## src/source/robot_nav_cfg.svh

```systemverilog
// widths, distance limit, microphone window depth and controller timer lengths
`ifndef ROBOT_NAV_CFG_SVH
`define ROBOT_NAV_CFG_SVH

// camera pixel channels and per-frame counts
`define CHAN_W 8
`define PIX_CNT_W 17
// a channel below this is too dark to call a colour
`define COLOR_MIN 64

// ultrasonic distance
`define DIST_W 8
`define TOO_CLOSE 30

// microphone level and window length
`define MIC_W 10
`define MIC_DEPTH 4

// controller timers in clock cycles, short enough for simulation
`define TURN_TIMEOUT 200
`define DRIVE_HOLD 100

`endif

```

## src/source/robot_nav_pkg.sv

```systemverilog
// robot_nav_pkg package: trip state and pixel colour types
package robot_nav_pkg;

	// trip states, in the order the robot walks them
	// IDLE_BASE is zero so a cleared register lands at the base
	typedef enum logic [3:0] {
		IDLE_BASE   = 4'd0,
		FORWARDS    = 4'd1,
		TURN        = 4'd2,
		TO_TABLE    = 4'd3,
		IDLE_TABLE  = 4'd4,
		BACKWARDS   = 4'd5,
		TURN_BACK   = 4'd6,
		RETURN_HOME = 4'd7
	} nav_state_t;

	// dominant colour of one pixel
	typedef enum logic [1:0] {
		COLOR_NONE  = 2'd0,
		COLOR_RED   = 2'd1,
		COLOR_GREEN = 2'd2,
		COLOR_BLUE  = 2'd3
	} pixel_color_t;

endpackage

```

## src/source/direction_fsm.sv

```systemverilog
// direction_fsm module: round-trip state machine with turn timeout and drive hold timers
`include "robot_nav_cfg.svh"

module direction_fsm (
	input  logic                      clk,
	input  logic                      rst,
	input  logic                      red_seen,
	input  logic                      green_seen,
	input  logic                      blue_seen,
	input  logic                      too_close,
	input  logic                      loud,
	output robot_nav_pkg::nav_state_t direction
);

	localparam int TURN_W = $clog2(`TURN_TIMEOUT + 1);
	localparam int HOLD_W = $clog2(`DRIVE_HOLD + 1);

	robot_nav_pkg::nav_state_t state;
	robot_nav_pkg::nav_state_t next_state;
	logic [TURN_W-1:0] turn_cnt;
	logic [HOLD_W-1:0] hold_cnt;
	logic in_turn;
	logic in_drive;
	logic turn_done;
	logic hold_done;

	assign in_turn = (state == robot_nav_pkg::TURN) || (state == robot_nav_pkg::TURN_BACK);
	assign in_drive = (state == robot_nav_pkg::FORWARDS) ||
		(state == robot_nav_pkg::TO_TABLE) ||
		(state == robot_nav_pkg::BACKWARDS);

	assign turn_done = (turn_cnt == TURN_W'(`TURN_TIMEOUT));
	assign hold_done = (hold_cnt == HOLD_W'(`DRIVE_HOLD));

	// turn timer is zero whenever the robot is outside a turn,
	// so it restarts on each entry into TURN or TURN_BACK
	always_ff @(posedge clk) begin
		if (rst || !in_turn) begin
			turn_cnt <= '0;
		end else if (!turn_done) begin
			turn_cnt <= turn_cnt + 1'b1;
		end
	end

	// drive hold keeps the robot from stopping right after it sets off
	always_ff @(posedge clk) begin
		if (rst || !in_drive) begin
			hold_cnt <= '0;
		end else if (!hold_done) begin
			hold_cnt <= hold_cnt + 1'b1;
		end
	end

	always_comb begin
		next_state = state;
		case (state)
			robot_nav_pkg::IDLE_BASE: begin
				if (loud) begin
					next_state = robot_nav_pkg::FORWARDS;
				end
			end
			robot_nav_pkg::FORWARDS: begin
				// blue marks the bay entrance
				if (blue_seen) begin
					next_state = robot_nav_pkg::TURN;
				end
			end
			robot_nav_pkg::TURN: begin
				if (green_seen || turn_done) begin
					next_state = robot_nav_pkg::TO_TABLE;
				end
			end
			robot_nav_pkg::TO_TABLE: begin
				// red marks the table, a wall also stops us once the hold is over
				if (red_seen || (too_close && hold_done)) begin
					next_state = robot_nav_pkg::IDLE_TABLE;
				end
			end
			robot_nav_pkg::IDLE_TABLE: begin
				if (loud) begin
					next_state = robot_nav_pkg::BACKWARDS;
				end
			end
			robot_nav_pkg::BACKWARDS: begin
				if (green_seen) begin
					next_state = robot_nav_pkg::TURN_BACK;
				end
			end
			robot_nav_pkg::TURN_BACK: begin
				if (blue_seen || turn_done) begin
					next_state = robot_nav_pkg::RETURN_HOME;
				end
			end
			robot_nav_pkg::RETURN_HOME: begin
				// no hold on the way home
				if (red_seen || too_close) begin
					next_state = robot_nav_pkg::IDLE_BASE;
				end
			end
			default: begin
				next_state = robot_nav_pkg::IDLE_BASE;
			end
		endcase
	end

	always_ff @(posedge clk) begin
		if (rst) begin
			state <= robot_nav_pkg::IDLE_BASE;
		end else begin
			state <= next_state;
		end
	end

	assign direction = state;

endmodule

```

## src/source/pixel_classifier.sv

```systemverilog
// pixel_classifier module: per-pixel colour decision and per-frame colour counts
`include "robot_nav_cfg.svh"

module pixel_classifier (
	input  logic                  clk,
	input  logic                  rst,
	input  logic                  pix_valid,
	input  logic [`CHAN_W-1:0]    pix_r,
	input  logic [`CHAN_W-1:0]    pix_g,
	input  logic [`CHAN_W-1:0]    pix_b,
	input  logic                  frame_end,
	output logic                  counts_valid,
	output logic [`PIX_CNT_W-1:0] red_count,
	output logic [`PIX_CNT_W-1:0] green_count,
	output logic [`PIX_CNT_W-1:0] blue_count
);

	robot_nav_pkg::pixel_color_t pix_color;
	logic hit_r;
	logic hit_g;
	logic hit_b;
	logic [`PIX_CNT_W-1:0] red_acc;
	logic [`PIX_CNT_W-1:0] green_acc;
	logic [`PIX_CNT_W-1:0] blue_acc;
	logic [`PIX_CNT_W-1:0] red_next;
	logic [`PIX_CNT_W-1:0] green_next;
	logic [`PIX_CNT_W-1:0] blue_next;

	// a channel wins only if bright enough and strictly above the other two,
	// so at most one branch can match
	always_comb begin
		if (pix_r >= `CHAN_W'(`COLOR_MIN) && pix_r > pix_g && pix_r > pix_b) begin
			pix_color = robot_nav_pkg::COLOR_RED;
		end else if (pix_g >= `CHAN_W'(`COLOR_MIN) && pix_g > pix_r && pix_g > pix_b) begin
			pix_color = robot_nav_pkg::COLOR_GREEN;
		end else if (pix_b >= `CHAN_W'(`COLOR_MIN) && pix_b > pix_r && pix_b > pix_g) begin
			pix_color = robot_nav_pkg::COLOR_BLUE;
		end else begin
			pix_color = robot_nav_pkg::COLOR_NONE;
		end
	end

	assign hit_r = pix_valid && (pix_color == robot_nav_pkg::COLOR_RED);
	assign hit_g = pix_valid && (pix_color == robot_nav_pkg::COLOR_GREEN);
	assign hit_b = pix_valid && (pix_color == robot_nav_pkg::COLOR_BLUE);

	// running totals including the pixel of this cycle
	assign red_next = red_acc + `PIX_CNT_W'(hit_r);
	assign green_next = green_acc + `PIX_CNT_W'(hit_g);
	assign blue_next = blue_acc + `PIX_CNT_W'(hit_b);

	always_ff @(posedge clk) begin
		if (rst) begin
			counts_valid <= 1'b0;
			red_acc <= '0;
			green_acc <= '0;
			blue_acc <= '0;
		end else if (frame_end) begin
			// next frame starts from zero
			counts_valid <= 1'b1;
			red_acc <= '0;
			green_acc <= '0;
			blue_acc <= '0;
		end else begin
			counts_valid <= 1'b0;
			red_acc <= red_next;
			green_acc <= green_next;
			blue_acc <= blue_next;
		end
	end

	// closing pixel still belongs to this frame
	always_ff @(posedge clk) begin
		if (frame_end) begin
			red_count <= red_next;
			green_count <= green_next;
			blue_count <= blue_next;
		end
	end

endmodule

```

## src/source/robot_nav_top.sv

```systemverilog
// robot_nav_top module: classifier, sighting buffer, sensor filter and direction controller
`include "robot_nav_cfg.svh"

module robot_nav_top (
	input  logic                      clk,
	input  logic                      rst,
	// camera stream
	input  logic                      pix_valid,
	input  logic [`CHAN_W-1:0]        pix_r,
	input  logic [`CHAN_W-1:0]        pix_g,
	input  logic [`CHAN_W-1:0]        pix_b,
	input  logic                      frame_end,
	input  logic [`PIX_CNT_W-1:0]     threshold_pixels,
	// ultrasonic and microphone
	input  logic                      dist_valid,
	input  logic [`DIST_W-1:0]        distance,
	input  logic                      mic_valid,
	input  logic [`MIC_W-1:0]         mic_level,
	input  logic [`MIC_W-1:0]         threshold_level,
	output robot_nav_pkg::nav_state_t direction,
	output logic                      red_seen,
	output logic                      green_seen,
	output logic                      blue_seen
);

	logic counts_valid;
	logic [`PIX_CNT_W-1:0] red_count;
	logic [`PIX_CNT_W-1:0] green_count;
	logic [`PIX_CNT_W-1:0] blue_count;
	logic too_close;
	logic loud;

	pixel_classifier classifier0 (
		.clk          (clk),
		.rst          (rst),
		.pix_valid    (pix_valid),
		.pix_r        (pix_r),
		.pix_g        (pix_g),
		.pix_b        (pix_b),
		.frame_end    (frame_end),
		.counts_valid (counts_valid),
		.red_count    (red_count),
		.green_count  (green_count),
		.blue_count   (blue_count)
	);

	sighting_buffer buffer0 (
		.clk              (clk),
		.rst              (rst),
		.counts_valid     (counts_valid),
		.red_count        (red_count),
		.green_count      (green_count),
		.blue_count       (blue_count),
		.threshold_pixels (threshold_pixels),
		.red_seen         (red_seen),
		.green_seen       (green_seen),
		.blue_seen        (blue_seen)
	);

	sensor_filter filter0 (
		.clk             (clk),
		.rst             (rst),
		.dist_valid      (dist_valid),
		.distance        (distance),
		.mic_valid       (mic_valid),
		.mic_level       (mic_level),
		.threshold_level (threshold_level),
		.too_close       (too_close),
		.loud            (loud)
	);

	direction_fsm fsm0 (
		.clk        (clk),
		.rst        (rst),
		.red_seen   (red_seen),
		.green_seen (green_seen),
		.blue_seen  (blue_seen),
		.too_close  (too_close),
		.loud       (loud),
		.direction  (direction)
	);

endmodule

```

## src/source/sensor_filter.sv

```systemverilog
// sensor_filter module: two-sample distance check and microphone threshold window
`include "robot_nav_cfg.svh"

module sensor_filter (
	input  logic              clk,
	input  logic              rst,
	input  logic              dist_valid,
	input  logic [`DIST_W-1:0] distance,
	input  logic              mic_valid,
	input  logic [`MIC_W-1:0] mic_level,
	input  logic [`MIC_W-1:0] threshold_level,
	output logic              too_close,
	output logic              loud
);

	// index 0 holds the newest sample
	logic [`DIST_W-1:0] dist_hist [2];
	logic [`MIC_W-1:0] mic_win [`MIC_DEPTH];

	// history starts at the far end of the range so nothing looks close
	always_ff @(posedge clk) begin
		if (rst) begin
			dist_hist[0] <= '1;
			dist_hist[1] <= '1;
		end else if (dist_valid) begin
			dist_hist[1] <= dist_hist[0];
			dist_hist[0] <= distance;
		end
	end

	always_ff @(posedge clk) begin
		if (rst) begin
			for (int i = 0; i < `MIC_DEPTH; i++) begin
				mic_win[i] <= '0;
			end
		end else if (mic_valid) begin
			mic_win[0] <= mic_level;
			for (int i = 1; i < `MIC_DEPTH; i++) begin
				mic_win[i] <= mic_win[i-1];
			end
		end
	end

	// both samples must agree, one short echo is not an obstacle
	assign too_close = (dist_hist[0] <= `DIST_W'(`TOO_CLOSE)) &&
		(dist_hist[1] <= `DIST_W'(`TOO_CLOSE));

	// whole window has to be loud, a single spike is rejected
	always_comb begin
		loud = 1'b1;
		for (int i = 0; i < `MIC_DEPTH; i++) begin
			if (mic_win[i] < threshold_level) begin
				loud = 1'b0;
			end
		end
	end

endmodule

```

## src/source/sighting_buffer.sv

```systemverilog
// sighting_buffer module: per-frame colour flags from counts against the pixel threshold
`include "robot_nav_cfg.svh"

module sighting_buffer (
	input  logic                  clk,
	input  logic                  rst,
	input  logic                  counts_valid,
	input  logic [`PIX_CNT_W-1:0] red_count,
	input  logic [`PIX_CNT_W-1:0] green_count,
	input  logic [`PIX_CNT_W-1:0] blue_count,
	input  logic [`PIX_CNT_W-1:0] threshold_pixels,
	output logic                  red_seen,
	output logic                  green_seen,
	output logic                  blue_seen
);

	// flags only move on a finished frame and hold until the next one,
	// so a threshold change mid-frame has no effect until then
	always_ff @(posedge clk) begin
		if (rst) begin
			red_seen <= 1'b0;
			green_seen <= 1'b0;
			blue_seen <= 1'b0;
		end else if (counts_valid) begin
			// strictly above, a count equal to the threshold is no sighting
			red_seen <= (red_count > threshold_pixels);
			green_seen <= (green_count > threshold_pixels);
			blue_seen <= (blue_count > threshold_pixels);
		end
	end

endmodule

```

## config.mk

```make
export PLATFORM = sky130hd
export DESIGN_NAME = robot_nav_top
export DESIGN_NICKNAME = d
export VERILOG_FILES = /design/src/source/robot_nav_pkg.sv /design/src/source/direction_fsm.sv /design/src/source/pixel_classifier.sv /design/src/source/robot_nav_top.sv /design/src/source/sensor_filter.sv /design/src/source/sighting_buffer.sv
export VERILOG_INCLUDE_DIRS = /design/src /design/src/source
export SDC_FILE = /design/constraint.sdc
export NUM_CORES = 1
export LEC_CHECK = 0
export ABC_AREA = 1
export BUFFER_PORTS_ARGS = -buffer_cell sky130_fd_sc_hd__buf_2
export CAP_MARGIN = 5
export CORE_MARGIN = 4
export CORE_UTILIZATION = 50
export CTS_CLUSTER_DIAMETER = 150
export DETAILED_ROUTE_END_ITERATION = 8
export MAX_ROUTING_LAYER = met4
export PLACE_DENSITY = 0.71
export SYNTH_ARGS = -nofsm -noshare
export SYNTH_HDL_FRONTEND = slang
export SYNTH_HIERARCHICAL = 1
export SYNTH_SLANG_ARGS = --single-unit
```

## constraint.sdc

```tcl
create_clock -name clk -period 3.2 [get_ports clk]
set_clock_uncertainty 0.05 [all_clocks]
set_input_delay 0.64 -clock clk [delete_from_list [all_inputs] [get_ports clk]]
set_output_delay 0.64 -clock clk [all_outputs]
set_load 0.1 [all_outputs]
```

; ---- Yosys cells after proc, flatten, opt, wreduce, memory -nomap -nowiden
; Memories as Yosys holds them, arrays and structs flattened.
; Cells that the tools add are included.
[word_totals]
wordCells = 120
output_inout_bits = 7
in_bits = 75
n_memories = 2
ram_bits = 56
register_bits = 125
[op_classes]
n_lt_le_gt_ge = 18
n_reduce_logical = 25
mux = 31
add_sub_neg = 5
eq_ne = 20
n_bitwise = 6
[memory_table]
columns = memory, words, word_bits, rd, rd_clocked_by_memory_dff, wr, line
row1 = filter0.mic_win, 4, 10, 4, 0, 4, sensor_filter.sv:18  ; logic [`MIC_W-1:0] mic_win [`MIC_DEPTH];
row2 = filter0.dist_hist, 2, 8, 2, 0, 2, sensor_filter.sv:17  ; logic [`DIST_W-1:0] dist_hist [2];
[op_table]
columns = cell, count
row1 = $add A17 B1 Y17, 3
row2 = $gt A17 B17 Y1, 3
row3 = $gt A8 B8 Y1, 6
row4 = $lt A10 B10 Y1, 4
row5 = $mux W10, 4
row6 = $mux W4, 8
row7 = $pmux W4 S8, 1
row8 = $ge A8 B7 Y1 const B, 3
row9 = $eq A4 B3 Y1 const B, 4
row10 = $le A8 B5 Y1 const B, 2
row11 = $mux W8, 2
row12 = $ne A2 B2 Y1 const B, 7
row13 = $mux W1, 13
row14 = $logic_and A1 B1 Y1, 11
row15 = $logic_or A1 B1 Y1, 9
row16 = $add A8 B1 Y8 const B, 1
row17 = $eq A4 B2 Y1 const B, 2
row18 = $eq A8 B8 Y1 const B, 1
row19 = $reduce_and A8 Y1, 1
row20 = $add A7 B1 Y7 const B, 1
row21 = $eq A7 B7 Y1 const B, 1
row22 = $mux W2, 3
row23 = $or A1 B1 Y1, 6
row24 = $eq A2 B2 Y1 const B, 2
row25 = 6 further kinds, 7

; ---- Logic depth before layout (Yosys ltp)
[depth]
ltp_word = 9
ltp_mapped = 21
mapped_depth_nobuf = 21

; ---- Cells and area by module
; Netlist, hierarchy kept.
[by_module_without_submodules]
columns = mod, seq_area_each_um2, area_per_inst_um2, n_inst, cells_each
row1 = pixel_classifier, 2572.5, 4889.7, 1, 553
row2 = sensor_filter, 1681.6, 3106.7, 1, 328
row3 = sighting_buffer, 60.1, 1373.8, 1, 203
row4 = direction_fsm, 360.3, 984.7, 1, 138

; ---- Worst setup path after synthesis
; OpenSTA, ideal clock, no wires.
[synth_timing]
path_kind = input to register
start = input port pix_r[5]
end = register classifier0.red_count[14], data pin
slack_ps = 501
path_buffers = 0
required_ps = 2888
cell_stages = 13
arrival_ps = 2387
setup_ps = 262
cell_sequence = inv_1 > ha_1 > a21o_1 > a21oi_1 > nand2_1 > nor3_1 > ha_1 > ha_1 > nand2_2 > nor2_4 > nand2_4 > o21ai_0 > nand2_1
[synth_via]
elab_chain_cells = 9
elab_cells_between_ends = 17
classes_between = 1 x add/sub / 5 x order compare / 1 x eq/ne / 3 x mux / 7 x reduce/logical
[synth_rtl]
columns = element, line
row1 = "start, declared", robot_nav_top.sv:9  ; input logic [`CHAN_W-1:0] pix_r,
row2 = $gt A8 B8 Y1, pixel_classifier.sv:36  ; end else if (pix_b >= `CHAN_W'(`COLOR_MIN) && pix_b > pix_r && pix_b > pix_g) begin
row3 = $logic_and A1 B1 Y1 (2 in series), pixel_classifier.sv:36
row4 = $mux W2, pixel_classifier.sv:36
row5 = $mux W2, pixel_classifier.sv:34  ; end else if (pix_g >= `CHAN_W'(`COLOR_MIN) && pix_g > pix_r && pix_g > pix_b) begin
row6 = $mux W2 *, pixel_classifier.sv:32  ; if (pix_r >= `CHAN_W'(`COLOR_MIN) && pix_r > pix_g && pix_r > pix_b) begin
row7 = $eq A2 B1 Y1 *, pixel_classifier.sv:43  ; assign hit_r = pix_valid && (pix_color == robot_nav_pkg::COLOR_RED);
row8 = $logic_and A1 B1 Y1 *, pixel_classifier.sv:43
row9 = $add A17 B1 Y17 *, pixel_classifier.sv:48  ; assign red_next = red_acc + `PIX_CNT_W'(hit_r);
row10 = net classifier0.red_next[14], pixel_classifier.sv:25  ; logic [`PIX_CNT_W-1:0] red_next;
row11 = "end signal, assigned", pixel_classifier.sv:75  ; red_count <= red_next;
row12 = "end, declared", pixel_classifier.sv:13  ; output logic [`PIX_CNT_W-1:0] red_count,
; The timed path passes the listed nets; every way through them passes the cells marked *.
; A chain may end at the register's enable or synchronous reset.

; ---- Worst setup path in the final report
[layout_timing]
start = input port pix_g[3]
end = register classifier0.blue_count[14], data pin
[layout_via]
elab_chain_cells = 8
elab_cells_between_ends = 16
classes_between = 1 x add/sub / 5 x order compare / 1 x eq/ne / 3 x mux / 6 x reduce/logical
[layout_rtl]
columns = element, line
row1 = "start, declared", robot_nav_top.sv:10  ; input logic [`CHAN_W-1:0] pix_g,
row2 = "$gt A8 B8 Y1, or another cell as far along", pixel_classifier.sv:36
row3 = "$logic_and A1 B1 Y1, on equally long branches", "pixel_classifier.sv:36, pixel_classifier.sv:34"
row4 = $mux W2 / $logic_and A1 B1 Y1 (equally long branches), "pixel_classifier.sv:36, pixel_classifier.sv:34"
row5 = $mux W2, pixel_classifier.sv:34
row6 = $mux W2 *, pixel_classifier.sv:32
row7 = $eq A2 B2 Y1 *, pixel_classifier.sv:45  ; assign hit_b = pix_valid && (pix_color == robot_nav_pkg::COLOR_BLUE);
row8 = $logic_and A1 B1 Y1 *, pixel_classifier.sv:45
row9 = $add A17 B1 Y17 *, pixel_classifier.sv:50  ; assign blue_next = blue_acc + `PIX_CNT_W'(hit_b);
row10 = net classifier0.blue_next[14], pixel_classifier.sv:27  ; logic [`PIX_CNT_W-1:0] blue_next;
row11 = "end signal, assigned", pixel_classifier.sv:77  ; blue_count <= blue_next;
row12 = "end, declared", pixel_classifier.sv:15  ; output logic [`PIX_CNT_W-1:0] blue_count
; Marked as above.

==> impl_metrics.yaml <==
cts:
  cts_buffers: 17
  cts_root_buf: "clkbuf_16"
  cts_max_path_buffers: 2
  h-tree-depth: 4
  cts_tree: "yes"
  path_clk_slew_ns: 0.07
  post_cts_buffers: 0
  cts_resized: 0
  hold_buffers: 0
  clock_latency_ns: 0.43
  cts.sinks: 180
floorplanning:
  die_y_um: 151.9
  fp.coreArea_um2: 20300
  die_w_um: 151.9
  num_rows: 52
  die_area_um2: 23080
  start_util_pct: 51.01
  ios: 82
power:
  leakage_nw: 5.488
  total_power_mw: 5.431
  p_per_area_nw_per_um2: 465.0
  switching_share_pct: 25.73
  power.switching_mw: 1.397
  ir_drop_mv: 0.3483
  pwr-share-seq_pct: 48.0
  internal-power_mw: 4.034
  combPwrFrac_pct: 13.1
  clkPwrFrac_pct: 38.9
sta:
  fin_setup_tns_ns: 0
  setup_ws_ns: 0.4959
  setup_violations: 0
  period_minus_slack_ns: 2.704
  fmax_mhz: 369.8
  relSlewSlack_pct: 53.89
  rsz0062_at_grt: "no"
  period_share_pct: 84.50
  hold_viol: 0
  tightestPinTransition_ns: 0.6916
  drv_slew: 0
yosys:
  synthXorXnorAreaFrac_pct: 2.078
  yosys_warnings: 6
  netlist-cell-type-count: 45
  synth.area.mux_share_pct: 0
  netlist_instances: 1222
  synthAdderAreaFrac_pct: 14.62
  syn-num-nets: 1418
  synthSimpleGateAreaFrac_pct: 23.50
  synth_edf_count: 107
  postSynth.asyncResetShare_pct: 0
  yosysSeqAreaShare_pct: 45.14
  synth-compound-area-share_pct: 5.727
  syn_area_per_cell_um2: 8.474
  synth_top_family_by_area: "simple AND/OR/NAND/NOR gates"
  synth-seq-cells: 180
  syn-cell-area_um2: 10350
  ys.flop_type: "edfxtp_1"
min_path:
  min_path_type: "primary input to register"
layout:
  final_common_cell: "nand2_1"
  layout-drive-gt1-share_pct: 12.94
  diodes: 0
  layout.nets: 1512
  final_cell_mix: "259 x nand2_1, 227 x inv_1, 153 x nor2_1"
  syn2layout_area_growth_pct: 12.81
worst_setup_path:
  cp-endpoint: "classifier0/blue_count[14]"
  cp_data_required_time_ns: 3.32
  reg2reg_depth: 14
  path_max_fanout: 4
  reg2reg_from: "filter0/mic_win[0][9]"
  r2r-end: "fsm0/direction[1]"
  cp-start-kind: "primary input"
  end_kind: "register"
  cp.arrival_ns: 2.82
  path_class: "primary input to register"
  crit_start: "pix_g[3]"
  r2r_slack_ns: 1.03
run:
  max-cap-violations: 0
route:
  drc: 0
  wl_per_cell_um: 12.34
  totalWireLength_um: 19720
  routed_via_density: 4.853
  first_iter_violations: 382
  ant_nets: 0
  dr_total_vias: 7760
  firstDrtPassIters: 5
place:
  port-buffer-count: 80
  routabilityCongestion: 0.8749
  hpwlAfterDp_um: 15330
  place_ws_ns: 0.01361
grt:
  grt_overflow_total: 0
  grt_antenna_before_repair: 0
  grt_pass1_vias: 7546
  grt_first_pass_wirelength_um: 33820
  grt_max_degree: 53
  grtUsageTotal_pct: 18.03
status:
  status: "finished, final reports clean"
## state kept, by name (all words and copies together) (netlist names)
| register | cells |
|---|---|
| fsm0/direction | 3 |
| filter0/dist_hist | 16 |
| classifier0/counts_valid | 1 |
| fsm0/turn_cnt | 8 |
| buffer0/red_seen | 1 |
| classifier0/blue_acc | 17 |
| classifier0/green_count | 17 |
| buffer0/green_seen | 1 |
| classifier0/red_count | 17 |
| fsm0/hold_cnt | 7 |
| classifier0/green_acc | 17 |
| buffer0/blue_seen | 1 |
| classifier0/red_acc | 17 |
| classifier0/blue_count | 17 |
| filter0/mic_win | 40 |
## power groups by stage
stage | combinational (mW) | clock (mW) | sequential, mW
floorplan | 0.441 | 0 | 2.72
global placement | 0.693 | 0 | 2.65
detailed placement | 0.716 | 0 | 2.66
CTS | 0.722 | 2.15 | 2.61
global route | 0.823 | 2.26 | 2.61
finish | 0.712 | 2.11 | 2.60
## metal layers
layer / wire, µm / GRT usage [%]
met1: 8989 / 22.43
met2: 9874 / 31.08
met3: 647 / 2.787
met4: 214 / 4.281
met5: 0 / -
## stage by stage
stage / util (%) / instance area [µm²] / hold WS, ns / cells
6_report: 57.54 / 11680 / 0.4244 / 1599
5_1_grt: 57.54 / 11680 / 0.4137 / 1599
4_1_cts: 57.54 / 11680 / 0.4012 / 1599
3_5_place_dp: 54.63 / 11090 / 0.4279 / 1567
3_3_place_gp: 54.63 / 11090 / 0.4136 / 1567
2_1_floorplan: - / 10350 / 0.4030 / 1222
## worst min path at each step
stage / start / endpoint / slack (ns) / depth (start not counted)
2_1_floorplan: fsm0/turn_cnt[7] / fsm0/turn_cnt[7] / 0.40 / 2
3_3_place_gp: fsm0/turn_cnt[7] / fsm0/turn_cnt[7] / 0.41 / 2
3_5_place_dp: fsm0/turn_cnt[7] / fsm0/turn_cnt[7] / 0.43 / 2
4_1_cts: distance[5] / filter0/dist_hist[0][5] / 0.40 / 3
5_1_grt: distance[5] / filter0/dist_hist[0][5] / 0.41 / 3
6_report: distance[5] / filter0/dist_hist[0][5] / 0.42 / 3
## final cells by class
type                    count  area [µm²]
fillers                  1818        8618
multi-input cells         803        4760
flip-flops and latches    180        4674
inverters                 227       852.1
repair buffers             87       465.4
clock buffers              21       440.4
well taps                 270       337.8
clock inverters            11       151.4
## worst max-delay path: stages
cell and delay (ns):
buf_2 0.09, inv_1 0.04, ha_1 0.28, nand2_1 0.07, o21ai_0 0.27, a21oi_1 0.11
nor2_1 0.21, ha_1 0.24, ha_1 0.18, nand2_1 0.08, nor2_2 0.14, inv_1 0.09
nor2_1 0.16, nand3_1 0.09, nand2_1 0.08, nand2_1 0.05
## cells in the mapped netlist (2+ instances only)
| cell type | n | area (µm²) |
|---|---|---|
| nand2_1 | 259 | 972.2 |
| or2_2 | 6 | 37.54 |
| nor2_1 | 153 | 574.3 |
| xnor2_1 | 6 | 52.55 |
| nor2_2 | 15 | 93.84 |
| nand3b_1 | 7 | 52.55 |
| dfxtp_1 | 73 | 1461 |
| buf_4 | 2 | 15.01 |
| a21oi_1 | 75 | 375.4 |
| inv_1 | 227 | 852.1 |
| and2_1 | 4 | 25.02 |
| o21ai_0 | 15 | 75.07 |
| nor3_1 | 13 | 65.06 |
| nor3_2 | 2 | 20.02 |
| clkbuf_1 | 2 | 7.510 |
| xor2_1 | 13 | 113.9 |
| edfxtp_1 | 107 | 3213 |
| o21ai_1 | 2 | 10.01 |
| a211oi_1 | 2 | 15.01 |
| ha_1 | 121 | 1514 |
| nand4_1 | 18 | 112.6 |
| o31ai_1 | 2 | 15.01 |
| nor2_4 | 8 | 90.09 |
| a21o_1 | 6 | 45.04 |
| a21o_2 | 3 | 26.28 |
| buf_2 | 7 | 35.03 |
| nand3_1 | 39 | 195.2 |
| xor2_2 | 3 | 48.80 |
| or2_1 | 2 | 12.51 |
| nand2_2 | 15 | 93.84 |
## cells by family after synthesis
| logic type | count (synthesis) |
|---|---|
| buffers and inverters | 239 |
| adder cells (fa/ha/maj) | 121 |
| flip-flops | 180 |
| XOR/XNOR | 22 |
| AO/OA/AOI/OAI | 109 |
| other | 1 |
| AND/OR/NAND/NOR | 550 |
No activity file was read; power rests on OpenSTA's default activity.
